**src/common/devtlb_macros.svh**
```systemverilog
//--------------------------------------------------------------------
// Sizing defines for the device TLB miss issue stage
// Port count, miss queue depth and page walker slot count
//--------------------------------------------------------------------

`ifndef DEVTLB_MACROS_SVH
`define DEVTLB_MACROS_SVH

// Lookup ports feeding the miss queues
`define DEVTLB_NUM_PORTS 4

// Entries in each per-port miss queue
`define DEVTLB_FIFO_DEPTH 4

// Concurrent walks the page walker can hold
`define DEVTLB_WALK_CREDITS 3

// Width of a port index, never below one bit
`define DEVTLB_PORT_ID_W ((`DEVTLB_NUM_PORTS > 1) ? $clog2(`DEVTLB_NUM_PORTS) : 1)

`endif

```
**src/common/devtlb_pkg.sv**
```systemverilog
//--------------------------------------------------------------------
// Shared types for the device TLB miss issue stage
//--------------------------------------------------------------------

`include "devtlb_macros.svh"

package devtlb_pkg;

    //------------------------------------------------------------------
    // Miss request from one lookup port
    //------------------------------------------------------------------
    typedef struct packed {
        logic [19:0] vpn;   // Virtual page number
        logic [7:0]  asid;  // Address space id
        logic [3:0]  tag;   // Requester tag
    } miss_req_t;           // 32 bits in all

    // Index of a lookup port
    typedef logic [`DEVTLB_PORT_ID_W-1:0] port_id_t;

    //------------------------------------------------------------------
    // Walk request handed to the page walker
    //------------------------------------------------------------------
    typedef struct packed {
        port_id_t  port;    // Source lookup port
        miss_req_t req;     // Miss as pushed by that port
    } walk_req_t;

endpackage

```
**src/source/devtlb_miss_fifo.sv**
```systemverilog
//--------------------------------------------------------------------
// Per-port miss queue as a circular buffer with push and pop strobes
//--------------------------------------------------------------------

module devtlb_miss_fifo
    import devtlb_pkg::*;
#(
    parameter int DEPTH = 4
) (
    input  logic      clk,
    input  logic      rst_b,

    input  logic      push,       // One-cycle strobe from lookup port
    input  miss_req_t push_data,
    input  logic      pop,        // Grant bit from arbiter
    output miss_req_t head,       // Oldest entry
    output logic      empty,
    output logic      full
);

    localparam int PTR_W = (DEPTH > 1) ? $clog2(DEPTH) : 1;
    localparam int CNT_W = $clog2(DEPTH + 1);

    miss_req_t          mem [DEPTH];    // Payload storage
    logic [PTR_W-1:0]   wr_ptr;
    logic [PTR_W-1:0]   rd_ptr;
    logic [CNT_W-1:0]   count;          // Occupancy
    logic               push_ok;

    // Push while full is dropped
    assign push_ok = push && !full;

    assign empty = (count == '0);
    assign full  = (count == CNT_W'(DEPTH));
    assign head  = mem[rd_ptr];     // Head visible while not empty

    //------------------------------------------------------------------
    // Storage write
    //------------------------------------------------------------------
    always_ff @(posedge clk) begin
        if (push_ok) begin
            mem[wr_ptr] <= push_data;
        end
    end

    //------------------------------------------------------------------
    // Pointers and occupancy
    //------------------------------------------------------------------
    always_ff @(posedge clk) begin
        if (!rst_b) begin
            wr_ptr <= '0;
            rd_ptr <= '0;
            count  <= '0;
        end else begin
            if (push_ok) begin
                // Wrap without relying on power-of-two depth
                wr_ptr <= (wr_ptr == PTR_W'(DEPTH - 1)) ? '0 : wr_ptr + 1'b1;
            end
            if (pop) begin
                rd_ptr <= (rd_ptr == PTR_W'(DEPTH - 1)) ? '0 : rd_ptr + 1'b1;
            end
            case ({push_ok, pop})
                2'b10:   count <= count + 1'b1;   // Fill
                2'b01:   count <= count - 1'b1;   // Drain
                default: count <= count;          // Idle or both at once
            endcase
        end
    end

endmodule

```
**src/source/devtlb_miss_issue_top.sv**
```systemverilog
//--------------------------------------------------------------------
// Miss issue stage top, per-port queues, arbiter and walk issue
//--------------------------------------------------------------------

`include "devtlb_macros.svh"

module devtlb_miss_issue_top
    import devtlb_pkg::*;
(
    input  logic                         clk,
    input  logic                         rst_b,

    // Lookup port side
    input  logic [`DEVTLB_NUM_PORTS-1:0] miss_push,
    input  miss_req_t                    miss_req [`DEVTLB_NUM_PORTS],
    output logic [`DEVTLB_NUM_PORTS-1:0] miss_full,

    // Page walker side
    input  logic                         walk_done,
    output logic                         walk_valid,
    output walk_req_t                    walk_req
);

    //------------------------------------------------------------------
    // Internal wires
    //------------------------------------------------------------------
    logic [`DEVTLB_NUM_PORTS-1:0] fifo_empty;
    logic [`DEVTLB_NUM_PORTS-1:0] arb_req;     // Ports with a queued miss
    logic [`DEVTLB_NUM_PORTS-1:0] gnt;         // Pop strobes, one-hot
    miss_req_t                    heads [`DEVTLB_NUM_PORTS];
    logic                         credit_avail;

    // Any non-empty queue requests
    assign arb_req = ~fifo_empty;

    //------------------------------------------------------------------
    // Per-port miss queues
    //------------------------------------------------------------------
    for (genvar p = 0; p < `DEVTLB_NUM_PORTS; p++) begin : g_fifo
        devtlb_miss_fifo #(
            .DEPTH     (`DEVTLB_FIFO_DEPTH)
        ) devtlb_miss_fifo_i (
            .clk       (clk),
            .rst_b     (rst_b),
            .push      (miss_push[p]),
            .push_data (miss_req[p]),
            .pop       (gnt[p]),            // Granted head leaves
            .head      (heads[p]),
            .empty     (fifo_empty[p]),
            .full      (miss_full[p])
        );
    end

    //------------------------------------------------------------------
    // Port arbiter, gated by free walk slots
    //------------------------------------------------------------------
    devtlb_rrarb #(
        .REQ_W   (`DEVTLB_NUM_PORTS)
    ) devtlb_rrarb_i (
        .clk     (clk),
        .rst_b   (rst_b),
        .arb_rs  (credit_avail),
        .arb_req (arb_req),
        .arb_gnt (gnt)
    );

    //------------------------------------------------------------------
    // Walk request register and credits
    //------------------------------------------------------------------
    devtlb_walk_issue devtlb_walk_issue_i (
        .clk          (clk),
        .rst_b        (rst_b),
        .gnt          (gnt),
        .heads        (heads),
        .walk_done    (walk_done),
        .credit_avail (credit_avail),
        .walk_valid   (walk_valid),
        .walk_req     (walk_req)
    );

endmodule

```
**src/source/devtlb_rrarb.sv**
```systemverilog
//--------------------------------------------------------------------
// Round-robin arbiter with resource-available input
// Priority mask only moves when a grant is given
//--------------------------------------------------------------------

module devtlb_rrarb #(
    parameter int REQ_W = 4
) (
    input  logic             clk,
    input  logic             rst_b,

    input  logic             arb_rs,     // Resource free
    input  logic [REQ_W-1:0] arb_req,
    output logic [REQ_W-1:0] arb_gnt     // One-hot, same cycle as request
);

    localparam int IDW = (REQ_W > 1) ? $clog2(REQ_W) : 1;

    logic [REQ_W-1:0] mask;         // Set bits are low priority
    logic [REQ_W-1:0] nxt_mask;
    logic [REQ_W-1:0] hp_req;       // Above last winner
    logic [REQ_W-1:0] lp_req;       // Last winner and below
    logic [IDW-1:0]   hp_idx;
    logic [IDW-1:0]   lp_idx;
    logic [IDW-1:0]   win_idx;

    //------------------------------------------------------------------
    // Winner select
    //------------------------------------------------------------------
    always_comb begin
        hp_req = arb_req & ~mask;
        lp_req = arb_req & mask;
        hp_idx = '0;
        lp_idx = '0;

        // Walk down so the lowest set bit wins
        for (int i = REQ_W - 1; i >= 0; i--) begin
            if (hp_req[i]) begin
                hp_idx = IDW'(i);
            end
            if (lp_req[i]) begin
                lp_idx = IDW'(i);
            end
        end

        // High half first, else fall back to low half
        win_idx = (|hp_req) ? hp_idx : lp_idx;

        // Winner and everything below drop to low priority
        for (int i = 0; i < REQ_W; i++) begin
            nxt_mask[i] = (IDW'(i) <= win_idx);
        end

        // No grant without a request or without the resource
        for (int i = 0; i < REQ_W; i++) begin
            arb_gnt[i] = arb_rs && (|arb_req) && (win_idx == IDW'(i));
        end
    end

    //------------------------------------------------------------------
    // Priority mask
    //------------------------------------------------------------------
    always_ff @(posedge clk) begin
        if (!rst_b) begin
            mask <= '0;                 // All ports high priority
        end else if (|arb_gnt) begin
            mask <= nxt_mask;           // Holds while resource busy
        end
    end

endmodule

```
**src/source/devtlb_walk_issue.sv**
```systemverilog
//--------------------------------------------------------------------
// Walk credit counter and registered walk request output
//--------------------------------------------------------------------

`include "devtlb_macros.svh"

module devtlb_walk_issue
    import devtlb_pkg::*;
(
    input  logic                         clk,
    input  logic                         rst_b,

    input  logic [`DEVTLB_NUM_PORTS-1:0] gnt,            // One-hot from arbiter
    input  miss_req_t                    heads [`DEVTLB_NUM_PORTS],
    input  logic                         walk_done,      // Returns one credit
    output logic                         credit_avail,
    output logic                         walk_valid,
    output walk_req_t                    walk_req
);

    localparam int CRD_W = $clog2(`DEVTLB_WALK_CREDITS + 1);

    logic [CRD_W-1:0] credits;      // Free walk slots
    logic             issue;
    port_id_t         gnt_id;

    assign issue        = |gnt;
    assign credit_avail = (credits != '0);

    // One-hot to index, OR of set positions
    always_comb begin
        gnt_id = '0;
        for (int i = 0; i < `DEVTLB_NUM_PORTS; i++) begin
            if (gnt[i]) begin
                gnt_id = gnt_id | port_id_t'(i);
            end
        end
    end

    // Control state and credit count
    always_ff @(posedge clk) begin
        if (!rst_b) begin
            walk_valid <= 1'b0;
            credits    <= CRD_W'(`DEVTLB_WALK_CREDITS);
        end else begin
            walk_valid <= issue;        // One cycle after grant
            case ({issue, walk_done})
                2'b10:   credits <= credits - 1'b1;
                2'b01:   credits <= credits + 1'b1;
                default: credits <= credits;     // Both cancel out
            endcase
        end
    end

    // Payload register, loaded with the granted head
    always_ff @(posedge clk) begin
        if (issue) begin
            walk_req <= '{port: gnt_id, req: heads[gnt_id]};
        end
    end

endmodule
```
**config.mk**
```make
export PLATFORM = sky130hd
export DESIGN_NAME = devtlb_miss_issue_top
export DESIGN_NICKNAME = d
export VERILOG_FILES = /design/src/common/devtlb_pkg.sv /design/src/source/devtlb_miss_fifo.sv /design/src/source/devtlb_miss_issue_top.sv /design/src/source/devtlb_rrarb.sv /design/src/source/devtlb_walk_issue.sv
export VERILOG_INCLUDE_DIRS = /design/src /design/src/common
export SDC_FILE = /design/constraint.sdc
export NUM_CORES = 1
export LEC_CHECK = 0
export ABC_CLOCK_PERIOD_IN_PS = 3000
export BUFFER_PORTS_ARGS = -buffer_cell sky130_fd_sc_hd__buf_2
export CAP_MARGIN = 30
export CORE_MARGIN = 4
export CORE_UTILIZATION = 54
export CTS_CLUSTER_DIAMETER = 40
export CTS_CLUSTER_SIZE = 28
export DETAILED_ROUTE_END_ITERATION = 8
export GPL_TIMING_DRIVEN = 0
export PLACE_DENSITY_LB_ADDON = 0.05
export SETUP_SLACK_MARGIN = 0.02
export SYNTH_ARGS = -nofsm -noshare
export SYNTH_HDL_FRONTEND = slang
export SYNTH_HIERARCHICAL = 1
export SYNTH_SLANG_ARGS = --single-unit
```
**constraint.sdc**
```tcl
create_clock -name clk -period 3 [get_ports clk]
set_input_delay 0.15 -clock clk [delete_from_list [all_inputs] [get_ports clk]]
set_output_delay 0.15 -clock clk [all_outputs]
set_load 0.005 [all_outputs]
```
==> impl_metrics.env <==
export IMPL_status="finished clean"
export IMPL_antenna_found_initial=4
export IMPL_crit_chain="nor3_4, inv_2, nor3b_4, o32ai_4, a211oi_4, inv_2, nor2_4, buf_6, buf_8, buf_6, buf_6, a211oi_1, a31oi_1"
export IMPL_die_area_um2=46300
export IMPL_track_usage_pct=21.5
export IMPL_vias=12000
export IMPL_cp_required_ns=3.35
export IMPL_placed_cells=1868
export IMPL_ant_nets=0
export IMPL_finalHoldViolCount=0
export IMPL_drv_slew=0
export IMPL_cts_tree="yes"
export IMPL_grt_ovfl_total=0
export IMPL_layout_min_cycle_time_ns=2.97
export IMPL_cellPowerDensity_nw_per_um2=1110
export IMPL_instances_no_fill=2154
export IMPL_worst_slew_pin_slew_ns=0.916
export IMPL_fmax_ghz=0.337
export IMPL_synth_seq_cells=589
export IMPL_rrSetupSlack_ns=0.03
export IMPL_grt_pass1_wl_mm=75.4
export IMPL_startpoint_type="register"
export IMPL_syn_to_final_growth_pct=26.3
export IMPL_row_count=75
export IMPL_critical_path_peak_fanout=10
export IMPL_synthDistinctLibCells=46
export IMPL_syn_instance_count=1145
export IMPL_wl_per_cell_um=22.9
export IMPL_m1WireLength_mm=20.3
export IMPL_cts_htree_levels=3
export IMPL_grt_max_degree=36
export IMPL_synth_edf_count=546
export IMPL_place_gp_congestion=0.737
export IMPL_ys_flop_type="edfxtp_1"
export IMPL_drt_initial_drc_count=809
export IMPL_critical_path_slowest_cell="a211oi_4"
export IMPL_max_cap_violations=0
export IMPL_setup_viol=0
export IMPL_numCtsBuffers=74
export IMPL_top_level_ports=174
export IMPL_yosysWarnings=6
export IMPL_clock_root_buffer="clkbuf_16"
export IMPL_top_layer_used="met5"
export IMPL_synth_seq_area_share_pct=74.5
export IMPL_fp_dieW_um=215
export IMPL_via_per_inst=5.56
export IMPL_grt_pass1_vias=12700
export IMPL_cp_data_arrival_time_ns=3.32
export IMPL_fillers=2703
export IMPL_final_setup_tns_ns=0
export IMPL_synth_fp_nets=1309
export IMPL_fin_skew_ns=0.0231
export IMPL_routed_wirelength_mm=49.3
export IMPL_route_detailed_drc=0
export IMPL_met2_length_mm=24.8
export IMPL_start_util_pct=55.0
export IMPL_clock_sinks=589
export IMPL_dr_pass1_iters=6
export IMPL_power_leakage_nw=10.1
export IMPL_fin_nets=1717
export IMPL_fin_crit_sh_pct=99.0
export IMPL_ys_async_sr_fraction_pct=0
export IMPL_regArea_um2=17300
export IMPL_grt_setup_unrepaired="yes"
export IMPL_utilization_pct=69.5
export IMPL_path_class="reg -> reg"
export IMPL_worstHoldPathType="in -> reg"
export IMPL_slew_limit_headroom_pct=39.0
export IMPL_multi_input_area_um2=5590
export IMPL_die_h_um=215
export IMPL_io_buffers=173
export IMPL_wl_met3_mm=2.82
export IMPL_core_area_um2=42100
export IMPL_cp_end_kind="register"
export IMPL_avgSynthCellArea_um2=20.2
export IMPL_drive_gt1_share_pct=36.3
export IMPL_cts_path_max_buffers=3
export IMPL_vdd_drop_max_mv=1.70
export IMPL_synth_top_area_share_pct=70.8
export IMPL_path_clk_slew_ns=0.06
export IMPL_crit_path_frequent_cell="buf_6"
export IMPL_syn_area_um2=23200
export IMPL_cpPeakStageDelay_ns=0.39
export IMPL_clock_latency_ns=0.58
export IMPL_synth_area_leaders="edfxtp_1, mux4_2, dfxtp_1, nand2_1, ha_1"
export IMPL_dp_final_hpwl_mm=31.9
export IMPL_synth_largest_area_cell="edfxtp_1"
[final cells by class]
class                           count  share of cell area [%]
Antenna cell                        2                  0.0171
Buffer                             56                    1.85
Clock buffer                       91                    7.05
Clock inverter                     45                    1.54
Inverter                           33                   0.466
Multi-Input combinational cell    467                    19.1
Sequential cell                   589                    59.0
Tap cell                          539                    2.30
Timing Repair Buffer              332                    8.69
[critical path: cells and delay by family, from the launching register on]
kind	cells	cell delay, ns
compound gates	4	0.97
flops	1	0.36
simple gates	3	0.58
buf+inv	6	0.82
[per-stage QoR]
step                      instance area, um2  setup WS (ns)  power, mW  hold WS [ns]
final                                  29300         0.0304       32.4         0.135
after global routing                   29300         -0.134       34.1         0.143
after CTS                              29100        -0.0180       32.3         0.115
after detailed placement               24900         -0.932       22.1         0.369
after global placement                 24700          -1.42       21.5         0.362
after floorplan                        23200         0.0259       18.1         0.212
[sequential cells by signal, summed over array words and instances (netlist names), named ones only]
name / flops
devtlb_rrarb_i/mask: 4
devtlb_walk_issue_i/credits: 2
devtlb_walk_issue_i/walk_req: 34
devtlb_walk_issue_i/walk_valid: 1
g_fifo.devtlb_miss_fifo_i/count: 12
g_fifo.devtlb_miss_fifo_i/mem: 512
g_fifo.devtlb_miss_fifo_i/rd_ptr: 8
g_fifo.devtlb_miss_fifo_i/wr_ptr: 8
[synthesized netlist by cell type (5+ instances only)]
cell type,instances
a211oi_1,15
a211oi_2,18
a31oi_1,32
and2_1,25
and2b_1,5
buf_12,12
buf_2,18
buf_6,10
clkbuf_1,12
dfxtp_1,43
edfxtp_1,546
ha_1,25
inv_1,32
mux2i_1,12
mux4_1,8
mux4_2,120
nand2_1,87
nor2_1,8
nor2b_1,43
nor3_1,6
nor3b_1,5
o21a_1,5
o21ai_0,11
or3_1,5
xor2_1,6
[logic make-up (layout without fill, tap and decap cells)]
| family | after synthesis | count (layout) | share of synthesized area (%) |
|---|---|---|---|
| flip-flops | 589 | 589 | 74.5 |
| AND/OR/NAND/NOR | 196 | 196 | 4.45 |
| multiplexers | 140 | 140 | 13.1 |
| AO/OA/AOI/OAI | 92 | 92 | 3.16 |
| buffers and inverters | 89 | 557 | 2.74 |
| adder cells (fa/ha/maj) | 29 | 29 | 1.70 |
| XOR/XNOR | 10 | 10 | 0.378 |
| other | 0 | 2 | 0 |
[layout by cell type, fill, tap and decap left out, types with 5 or more instances in the layout]
master and count:
xor2_1 6, clkinvlp_4 7, bufinv_16 5, edfxtp_1 546, dfxtp_1 38, mux4_2 120, and2_2 16, mux4_1 8
o21a_1 5, and2_1 9, a31oi_1 32, nor2_1 5, a211oi_2 23, ha_1 20, nor2b_1 42, mux2i_1 12
buf_4 15, clkbuf_1 16, inv_1 25, or3_1 5, inv_8 5, buf_6 15, clkbuf_16 79, buf_12 24
inv_6 13, clkinv_2 11, buf_2 191, a211oi_1 7, ha_4 5, o21ai_0 10, dlygate4sd3_1 130, nand2_1 87
inv_2 5
[timing repair]
action | 4_1_cts | 5_1_grt
setup endpoints to repair | 81 | 71
hold buffers | 130 | 0
pin swaps | 14 | 15
setup buffers | 12 | 6
resized for setup | 52 | 39
hold endpoints to repair | 519 | 0
[worst paths after layout]
check,start,endpoint,depth (start not counted)
setup reg to reg,g_fifo[0].devtlb_miss_fifo_i/count[2],devtlb_walk_issue_i/walk_req[0],13
hold reg to reg,g_fifo[0].devtlb_miss_fifo_i/wr_ptr[1],g_fifo[0].devtlb_miss_fifo_i/wr_ptr[1],2
setup / recovery,g_fifo[0].devtlb_miss_fifo_i/count[2],devtlb_walk_issue_i/walk_req[0],13
hold / removal,miss_push[1],g_fifo[1].devtlb_miss_fifo_i/wr_ptr[1],4
[layer usage]
metal,vias up,track usage (%)
met5,-,0
met2,356,35.7
met4,4,6.64
met1,6092,29.3
li1,5436,-
met3,79,3.98
[report_power, final]
part           switching, mW  internal, mW  total [mW]
logic                   7.24          5.04        12.3
clock network           3.42          5.41        8.84
registers              0.432          10.8        11.2
total                   11.1          21.3        32.4
Power figures use the tool's default switching activity.
